==> config.mk <==
export PLATFORM = sky130hd
export DESIGN_NAME = alu_iq
export DESIGN_NICKNAME = d
export VERILOG_FILES = /design/src/alu_pkg.sv /design/src/issue_if.sv /design/src/iq_entry.sv /design/src/iq_age_pick.sv /design/src/alu_exec.sv /design/src/cdb_fifo.sv /design/src/alu_iq.sv
export SDC_FILE = /design/constraint.sdc
export NUM_CORES = 2
export LEC_CHECK = 0
export BUFFER_PORTS_ARGS = -buffer_cell sky130_fd_sc_hd__clkbuf_2
export CORE_MARGIN = 1
export CORE_UTILIZATION = 50
export CTS_CLUSTER_SIZE = 16
export DETAILED_ROUTE_END_ITERATION = 16
export MAX_ROUTING_LAYER = met4
export PLACE_DENSITY = 0.67
export REMOVE_ABC_BUFFERS = 1
export SYNTH_ARGS = -nofsm -noshare
export SYNTH_HDL_FRONTEND = slang
export SYNTH_SLANG_ARGS = --single-unit
==> constraint.sdc <==
create_clock -name clk -period 12.8 [get_ports clk]
set_input_delay 1.92 -clock clk [delete_from_list [all_inputs] [get_ports clk]]
set_output_delay 1.92 -clock clk [all_outputs]
set_load 0.005 [all_outputs]
==> src/alu_pkg.sv <==
package alu_pkg;

    parameter int XLEN     = 32;
    parameter int ROB_BITS = 4;

    typedef logic [XLEN-1:0]     xlen_t;
    typedef logic [ROB_BITS-1:0] rob_id_t;

    typedef enum logic [2:0] {
        ALU_ADD,
        ALU_SUB,
        ALU_AND,
        ALU_OR,
        ALU_XOR,
        ALU_SLL,
        ALU_SRL,
        ALU_SLT
    } alu_op_e;

    typedef enum logic [2:0] {
        BR_BEQ,
        BR_BNE,
        BR_BLT,
        BR_JAL
    } br_op_e;

    // is_branch selects the view
    typedef union packed {
        alu_op_e alu;
        br_op_e  br;
    } op_u;

    typedef struct packed {
        logic    ready;
        rob_id_t tag;
        xlen_t   value;
    } src_t;

    typedef struct packed {
        logic    is_branch;
        op_u     op;
        xlen_t   pc;
        xlen_t   imm;
        rob_id_t rob_id;
        src_t    src0;
        src_t    src1;
    } uop_t;

    typedef struct packed {
        rob_id_t rob_id;
        xlen_t   wdata;
        logic    jump;
        xlen_t   target;
    } cdb_t;

    // tag match against two broadcast ports
    function automatic src_t wake_src(
        input src_t src,
        input logic v0,
        input cdb_t c0,
        input logic v1,
        input cdb_t c1
    );
        src_t res;
        res = src;
        if (!src.ready && v0 && (c0.rob_id == src.tag)) begin
            res.ready = 1'b1;
            res.value = c0.wdata;
        end else if (!src.ready && v1 && (c1.rob_id == src.tag)) begin
            res.ready = 1'b1;
            res.value = c1.wdata;
        end
        return res;
    endfunction

endpackage

==> src/issue_if.sv <==
`timescale 1ns/1ps

interface issue_if import alu_pkg::*; ();

    logic    valid;
    logic    ready;
    logic    is_branch;
    op_u     op;
    xlen_t   pc;
    xlen_t   imm;
    rob_id_t rob_id;
    // resolved operand values
    xlen_t   op0;
    xlen_t   op1;

    modport source (
        output valid, is_branch, op, pc, imm, rob_id, op0, op1,
        input  ready
    );

    modport sink (
        input  valid, is_branch, op, pc, imm, rob_id, op0, op1,
        output ready
    );

endinterface

==> src/iq_entry.sv <==
`timescale 1ns/1ps

module iq_entry import alu_pkg::*; (
    input  logic clk,
    input  logic rst_n_i,
    input  logic flush_i,

    input  logic write_i,
    input  uop_t uop_i,
    input  logic issue_i,

    input  logic wake0_valid_i,
    input  cdb_t wake0_i,
    input  logic wake1_valid_i,
    input  cdb_t wake1_i,

    output logic valid_o,
    output logic ready_o,
    output uop_t uop_o
);

    logic valid_q;
    uop_t uop_q;

    always_ff @(posedge clk) begin
        if (!rst_n_i || flush_i) begin
            valid_q <= 1'b0;
        end else if (write_i) begin
            valid_q <= 1'b1;
        end else if (issue_i) begin
            valid_q <= 1'b0;
        end
    end

    // incoming uop is already woken by the allocator
    always_ff @(posedge clk) begin
        if (write_i) begin
            uop_q <= uop_i;
        end else begin
            uop_q.src0 <= wake_src(uop_q.src0, wake0_valid_i, wake0_i,
                                   wake1_valid_i, wake1_i);
            uop_q.src1 <= wake_src(uop_q.src1, wake0_valid_i, wake0_i,
                                   wake1_valid_i, wake1_i);
        end
    end

    assign valid_o = valid_q;
    assign ready_o = valid_q && uop_q.src0.ready && uop_q.src1.ready;
    assign uop_o   = uop_q;

endmodule

==> src/iq_age_pick.sv <==
`timescale 1ns/1ps

module iq_age_pick #(
    parameter int IQ_SIZE  = 8,
    parameter int AGE_BITS = 3
) (
    input  logic               clk,
    input  logic               rst_n_i,
    input  logic               flush_i,
    input  logic [IQ_SIZE-1:0] ready_i,
    input  logic [IQ_SIZE-1:0] write_i,
    input  logic               issue_en_i,
    output logic [IQ_SIZE-1:0] grant_o,
    output logic               grant_valid_o
);

    logic [IQ_SIZE-1:0][AGE_BITS-1:0] age_q;
    logic [AGE_BITS-1:0]              best_age;
    logic                             found;

    // saturating age per slot
    always_ff @(posedge clk) begin
        for (int i = 0; i < IQ_SIZE; i++) begin
            if (!rst_n_i || flush_i) begin
                age_q[i] <= '0;
            end else if (write_i[i] || (issue_en_i && grant_o[i])) begin
                age_q[i] <= '0;
            end else if (age_q[i] != {AGE_BITS{1'b1}}) begin
                age_q[i] <= age_q[i] + 1'b1;
            end
        end
    end

    // walk down so that ties land on the lowest index
    always_comb begin
        best_age = '0;
        found    = 1'b0;
        grant_o  = '0;
        for (int i = IQ_SIZE - 1; i >= 0; i--) begin
            if (ready_i[i] && (!found || (age_q[i] >= best_age))) begin
                found      = 1'b1;
                best_age   = age_q[i];
                grant_o    = '0;
                grant_o[i] = 1'b1;
            end
        end
    end

    assign grant_valid_o = found;

endmodule

==> src/alu_exec.sv <==
`timescale 1ns/1ps

module alu_exec import alu_pkg::*; (
    input  logic    clk,
    input  logic    rst_n_i,
    input  logic    flush_i,
    issue_if.sink   issue,
    output logic    out_valid_o,
    output cdb_t    out_cdb_o,
    input  logic    out_ready_i
);

    logic    valid_q;
    logic    is_branch_q;
    op_u     op_q;
    xlen_t   pc_q;
    xlen_t   imm_q;
    rob_id_t rob_id_q;
    xlen_t   op0_q;
    xlen_t   op1_q;

    // free now or drained on this edge
    assign issue.ready = !valid_q || out_ready_i;

    always_ff @(posedge clk) begin
        if (!rst_n_i || flush_i) begin
            valid_q <= 1'b0;
        end else if (issue.ready) begin
            valid_q <= issue.valid;
        end
    end

    always_ff @(posedge clk) begin
        if (issue.valid && issue.ready) begin
            is_branch_q <= issue.is_branch;
            op_q        <= issue.op;
            pc_q        <= issue.pc;
            imm_q       <= issue.imm;
            rob_id_q    <= issue.rob_id;
            op0_q       <= issue.op0;
            op1_q       <= issue.op1;
        end
    end

    //////////////////////////////////////////////////////////////////////
    // alu and branch evaluation

    always_comb begin
        out_cdb_o        = '0;
        out_cdb_o.rob_id = rob_id_q;
        if (is_branch_q) begin
            out_cdb_o.wdata  = pc_q + 32'd4;
            out_cdb_o.target = pc_q + imm_q;
            case (op_q.br)
                BR_BEQ:  out_cdb_o.jump = (op0_q == op1_q);
                BR_BNE:  out_cdb_o.jump = (op0_q != op1_q);
                BR_BLT:  out_cdb_o.jump = ($signed(op0_q) < $signed(op1_q));
                BR_JAL:  out_cdb_o.jump = 1'b1;
                default: out_cdb_o.jump = 1'b0;
            endcase
        end else begin
            case (op_q.alu)
                ALU_ADD: out_cdb_o.wdata = op0_q + op1_q;
                ALU_SUB: out_cdb_o.wdata = op0_q - op1_q;
                ALU_AND: out_cdb_o.wdata = op0_q & op1_q;
                ALU_OR:  out_cdb_o.wdata = op0_q | op1_q;
                ALU_XOR: out_cdb_o.wdata = op0_q ^ op1_q;
                ALU_SLL: out_cdb_o.wdata = op0_q << op1_q[4:0];
                ALU_SRL: out_cdb_o.wdata = op0_q >> op1_q[4:0];
                ALU_SLT: out_cdb_o.wdata = {31'd0, $signed(op0_q) < $signed(op1_q)};
                default: out_cdb_o.wdata = '0;
            endcase
        end
    end

    assign out_valid_o = valid_q;

endmodule

==> src/cdb_fifo.sv <==
`timescale 1ns/1ps

module cdb_fifo import alu_pkg::*; (
    input  logic clk,
    input  logic rst_n_i,
    input  logic flush_i,
    input  logic in_valid_i,
    input  cdb_t in_cdb_i,
    output logic in_ready_o,
    output logic out_valid_o,
    output cdb_t out_cdb_o,
    input  logic out_ready_i
);

    cdb_t       mem_q [2];
    logic [1:0] cnt_q;
    logic       rd_ptr_q;
    logic       wr_ptr_q;
    logic       empty;
    logic       push;
    logic       pop;

    assign empty       = (cnt_q == 2'd0);
    assign in_ready_o  = (cnt_q != 2'd2);
    assign out_valid_o = !empty || in_valid_i;
    // bypass when nothing is stored
    assign out_cdb_o   = empty ? in_cdb_i : mem_q[rd_ptr_q];

    assign push = in_valid_i && in_ready_o && !(empty && out_ready_i);
    assign pop  = !empty && out_ready_i;

    always_ff @(posedge clk) begin
        if (!rst_n_i || flush_i) begin
            cnt_q    <= 2'd0;
            rd_ptr_q <= 1'b0;
            wr_ptr_q <= 1'b0;
        end else begin
            cnt_q    <= cnt_q + {1'b0, push} - {1'b0, pop};
            rd_ptr_q <= rd_ptr_q ^ pop;
            wr_ptr_q <= wr_ptr_q ^ push;
        end
    end

    always_ff @(posedge clk) begin
        if (push) begin
            mem_q[wr_ptr_q] <= in_cdb_i;
        end
    end

endmodule

==> src/alu_iq.sv <==
`timescale 1ns/1ps

module alu_iq import alu_pkg::*; #(
    parameter int IQ_SIZE  = 8,
    parameter int AGE_BITS = 3
) (
    input  logic clk,
    input  logic rst_n_i,
    input  logic flush_i,

    input  logic dispatch_valid_i,
    input  uop_t dispatch_uop_i,
    output logic dispatch_ready_o,

    input  logic ext_cdb_valid_i,
    input  cdb_t ext_cdb_i,

    output logic cdb_valid_o,
    output cdb_t cdb_o,
    input  logic cdb_ready_i
);

    logic [IQ_SIZE-1:0] slot_valid;
    logic [IQ_SIZE-1:0] slot_ready;
    logic [IQ_SIZE-1:0] free_sel;
    logic [IQ_SIZE-1:0] slot_write;
    logic [IQ_SIZE-1:0] grant;
    uop_t               slot_uop [IQ_SIZE];
    logic               grant_valid;
    logic               issue_fire;
    logic               cdb_fire;
    uop_t               disp_uop;
    uop_t               pick_uop;
    logic               res_valid;
    cdb_t               res_cdb;
    logic               res_ready;

    issue_if iss ();

    // own results count only when they leave
    assign cdb_fire = cdb_valid_o && cdb_ready_i;

    //////////////////////////////////////////////////////////////////////
    // allocation

    always_comb begin
        free_sel = '0;
        for (int i = IQ_SIZE - 1; i >= 0; i--) begin
            if (!slot_valid[i]) begin
                free_sel    = '0;
                free_sel[i] = 1'b1;
            end
        end
    end

    assign dispatch_ready_o = |(~slot_valid);
    assign slot_write       = free_sel & {IQ_SIZE{dispatch_valid_i}};

    // catch a broadcast landing in the dispatch cycle
    always_comb begin
        disp_uop      = dispatch_uop_i;
        disp_uop.src0 = wake_src(dispatch_uop_i.src0, ext_cdb_valid_i, ext_cdb_i,
                                 cdb_fire, cdb_o);
        disp_uop.src1 = wake_src(dispatch_uop_i.src1, ext_cdb_valid_i, ext_cdb_i,
                                 cdb_fire, cdb_o);
    end

    //////////////////////////////////////////////////////////////////////
    // entries and picker

    for (genvar g = 0; g < IQ_SIZE; g++) begin : g_entry
        iq_entry i_entry (
            .clk           (clk),
            .rst_n_i       (rst_n_i),
            .flush_i       (flush_i),
            .write_i       (slot_write[g]),
            .uop_i         (disp_uop),
            .issue_i       (grant[g] && issue_fire),
            .wake0_valid_i (ext_cdb_valid_i),
            .wake0_i       (ext_cdb_i),
            .wake1_valid_i (cdb_fire),
            .wake1_i       (cdb_o),
            .valid_o       (slot_valid[g]),
            .ready_o       (slot_ready[g]),
            .uop_o         (slot_uop[g])
        );
    end

    iq_age_pick #(
        .IQ_SIZE  (IQ_SIZE),
        .AGE_BITS (AGE_BITS)
    ) i_pick (
        .clk           (clk),
        .rst_n_i       (rst_n_i),
        .flush_i       (flush_i),
        .ready_i       (slot_ready),
        .write_i       (slot_write),
        .issue_en_i    (issue_fire),
        .grant_o       (grant),
        .grant_valid_o (grant_valid)
    );

    always_comb begin
        pick_uop = '0;
        for (int i = 0; i < IQ_SIZE; i++) begin
            if (grant[i]) begin
                pick_uop = slot_uop[i];
            end
        end
    end

    assign iss.valid     = grant_valid;
    assign iss.is_branch = pick_uop.is_branch;
    assign iss.op        = pick_uop.op;
    assign iss.pc        = pick_uop.pc;
    assign iss.imm       = pick_uop.imm;
    assign iss.rob_id    = pick_uop.rob_id;
    assign iss.op0       = pick_uop.src0.value;
    assign iss.op1       = pick_uop.src1.value;
    assign issue_fire    = iss.valid && iss.ready;

    //////////////////////////////////////////////////////////////////////
    // execute and result buffer

    alu_exec i_exec (
        .clk         (clk),
        .rst_n_i     (rst_n_i),
        .flush_i     (flush_i),
        .issue       (iss.sink),
        .out_valid_o (res_valid),
        .out_cdb_o   (res_cdb),
        .out_ready_i (res_ready)
    );

    cdb_fifo i_fifo (
        .clk         (clk),
        .rst_n_i     (rst_n_i),
        .flush_i     (flush_i),
        .in_valid_i  (res_valid),
        .in_cdb_i    (res_cdb),
        .in_ready_o  (res_ready),
        .out_valid_o (cdb_valid_o),
        .out_cdb_o   (cdb_o),
        .out_ready_i (cdb_ready_i)
    );

endmodule

==> impl_metrics.env <==
export IMPL_status="complete, no violations"
export IMPL_grt_use_met2_pct=55.2
export IMPL_setup_viol_count_final=0
export IMPL_cts_htree_levels=4
export IMPL_place_ws_ns=1.01
export IMPL_gr_total_overflow=0
export IMPL_hold_viol=0
export IMPL_post_cts_resized=0
export IMPL_relSlewSlack_pct=7.16
export IMPL_finClkSkew_ns=0.0662
export IMPL_worst_hold_path_endpoint="i_fifo.mem_q[0][68]"
export IMPL_syn_area_mm2=0.0805
export IMPL_wl_um=316000
export IMPL_syn_to_final_growth_pct=10.8
export IMPL_busiest_layer="met2"
export IMPL_cts_tree="done"
export IMPL_yosys_warnings=0
export IMPL_crit_fanout=26
export IMPL_crit_path_start_kind="register"
export IMPL_tightestPinTransition_ns=1.38
export IMPL_finalCriticalPeriod_ns=12.02
export IMPL_r2r_end="i_exec.op0_q[4]"
export IMPL_grt_use_total_pct=39.1
export IMPL_rows=146
export IMPL_arrival_ns=12.66
export IMPL_nets=7759
export IMPL_final_cell_mix="1442 x edfxtp_1, 961 x nand2_1, 736 x a21oi_1"
export IMPL_leakagePower_uw=0.0320
export IMPL_timing_final_crit_share_pct=93.9
export IMPL_hold_depth=0
export IMPL_via_count=67500
export IMPL_gp_congestion=1.03
export IMPL_grt_max_degree=118
export IMPL_fillCellCount=13300
export IMPL_final_layout_size_suffix_gt1_share_pct=13.1
export IMPL_ys_ff_latch=1479
export IMPL_post_drt_via_cell_ratio=6.99
export IMPL_cts_path_max_buffers=3
export IMPL_ys_seq_area_share_pct=54.7
export IMPL_insertion_delay_ns=0.83
export IMPL_pin_count=292
export IMPL_cp_data_required_time_ns=13.44
export IMPL_use_met1_pct=50.9
export IMPL_synth_flop_cell="edfxtp_1"
export IMPL_hold_class="register to register"
export IMPL_cts_made_buffers=157
export IMPL_syn_area_per_cell_um2=10.9
export IMPL_use_met3_pct=11.2
export IMPL_antenna_found_initial=19
export IMPL_p_per_area_mw_per_mm2=122
export IMPL_ant_nets=0
export IMPL_routedWlPerCell_um=32.7
export IMPL_fin_ws_ns=0.782
export IMPL_dieWidth_um=403
export IMPL_initialDrtViolationCount=11100
export IMPL_fin_util_pct=56.0
export IMPL_hold_start="i_exec.rob_id_q[3]"
export IMPL_die_h_um=403
export IMPL_clock_sinks=1479
export IMPL_clkTransAtPathRegs_ns=0.06
export IMPL_r2r_start="g_entry[7].i_entry.uop_o[73]"
export IMPL_post_cts_buffers=0
export IMPL_r2r_slack_ns=0.78
export IMPL_portBuffers=258
export IMPL_finalPower_uw=10900
export IMPL_grt_pass1_vias=63300
export IMPL_critPathMaxStageDelay_ns=0.52
export IMPL_hold_slack_ns=0.501
export IMPL_die_area_mm2=0.163
export IMPL_cp_end_kind="register"
export IMPL_initial_utilization_pct=50.6
export IMPL_fmax_mhz=83.2
export IMPL_cts_root_buffer_cell="clkbuf_16"
export IMPL_ir_drop_mv=0.134
export IMPL_synth_distinct_cells=113
export IMPL_core_area_mm2=0.159
export IMPL_cpMaxStageDelayCell="edfxtp_1"
export IMPL_slew_violations=0
export IMPL_synthArstFlopShare_pct=0
export IMPL_grt_pass1_wl_um=448000
export IMPL_crit_path_frequent_cell="ha_1"
export IMPL_hold_buffers=0
export IMPL_hpwl_um=198000
export IMPL_synthCells=7412
export IMPL_layout_commonest_cell="edfxtp_1"
export IMPL_r2r_cells=50
export IMPL_dr_pass1_iters=7
export IMPL_rsz0062_at_grt="no"
export IMPL_synth_edf_count=1442
export IMPL_drc=0
export IMPL_maxCapViolCount=0
export IMPL_crit_type="register to register"
-- layout make-up --
type                            count  area (µm²)  share of cell area (%)
Antenna cell                       20        50.0                  0.0561
Clock buffer                      195        4100                    4.60
Clock inverter                     97        1150                    1.29
Tap cell                         2146        2690                    3.01
Timing Repair Buffer              473        3070                    3.44
Multi-Input combinational cell   5055       33200                    37.3
Inverter                          199         790                   0.886
Sequential cell                  1479       44000                    49.4
-- flip-flops by register name, indices dropped and copies added, names as in the netlist, 8 cells and up --
register,count
i_pick.age_q,24
i_fifo.mem_q,138
i_exec.imm_q,32
i_exec.pc_q,32
g_entry.i_entry.valid_o,8
i_exec.op0_q,32
i_exec.op1_q,32
g_entry.i_entry.uop_o,1168
-- logic make-up after synthesis --
family | count (synthesis) | share of synthesized area, %
AO/OA/AOI/OAI | 2303 | 19.3
AND/OR/NAND/NOR | 2033 | 11.0
flip-flops | 1479 | 54.7
buffers and inverters | 878 | 4.35
multiplexers | 356 | 5.76
XOR/XNOR | 190 | 2.07
adder cells (fa/ha/maj) | 173 | 2.72
-- Yosys cell counts (29+ instances only) --
master | n | area, µm²
a211oi_1 | 78 | 586
a21o_1 | 42 | 315
a21oi_1 | 741 | 3710
a221o_1 | 148 | 1480
a221oi_1 | 181 | 1590
a22oi_1 | 209 | 1570
a31oi_1 | 31 | 194
and2_1 | 29 | 181
and3_1 | 46 | 288
buf_1 | 74 | 278
buf_2 | 65 | 325
clkbuf_1 | 518 | 1940
dfxtp_1 | 37 | 741
edfxtp_1 | 1442 | 43300
ha_1 | 170 | 2130
inv_1 | 192 | 721
mux2_2 | 70 | 788
mux2i_1 | 207 | 2070
mux4_2 | 72 | 1620
nand2_1 | 961 | 3610
nand2b_1 | 29 | 181
nand3_1 | 246 | 1230
nor2_1 | 481 | 1810
nor2b_1 | 42 | 263
nor3_1 | 59 | 295
o211ai_1 | 47 | 353
o21ai_0 | 304 | 1520
o22ai_1 | 177 | 1110
xnor2_1 | 106 | 928
xor2_1 | 84 | 736
-- power breakdown --
| group | switching (µW) | total (µW) | leakage (µW) | internal (µW) |
|---|---|---|---|---|
| Combinational | 553 | 801 | 0.0160 | 247 |
| Sequential | 35.7 | 5420 | 0.0135 | 5390 |
| Clock | 2030 | 4670 | 0.00253 | 2640 |
| Total | 2620 | 10900 | 0.0320 | 8270 |
-- critical path, delay by kind of cell, from the launching register on --
kind            cells  cell delay (ns)
compound gates     18             3.80
fa+ha+maj           7             1.82
buf+inv             4             0.80
flops               1             0.52
mux                 6             2.10
simple gates       15             2.72
-- layer usage --
layer / vias to the layer above / wire length [µm]
met5: - / 0
met4: 0 / 20100
met3: 1116 / 45000
met2: 5427 / 135000
met1: 32800 / 116000
li1: 28200 / -
-- stage by stage --
stage          TNS [ns]  std cells  area, µm²
6_report              0       9664      89100
5_1_grt               0       9658      89100
4_1_cts               0       9644      89100
3_5_place_dp          0       9352      83800
3_3_place_gp          0       9352      83800
2_1_floorplan  -3513.08       6733      77700
-- worst max path at each step --
stage / to / slack [ns] / from
3_5_place_dp: i_exec.op0_q[4] / 1.01 / g_entry[7].i_entry.uop_o[73]
4_1_cts: i_exec.op0_q[4] / 0.92 / g_entry[7].i_entry.uop_o[73]
3_3_place_gp: i_exec.op0_q[4] / 1.12 / g_entry[7].i_entry.uop_o[73]
6_report: i_exec.op0_q[4] / 0.78 / g_entry[7].i_entry.uop_o[73]
2_1_floorplan: i_exec.imm_q[0] / -22.76 / g_entry[7].i_entry.uop_o[36]
5_1_grt: i_exec.op0_q[4] / 0.15 / g_entry[7].i_entry.uop_o[73]
No activity file was read; power rests on OpenSTA's default activity.
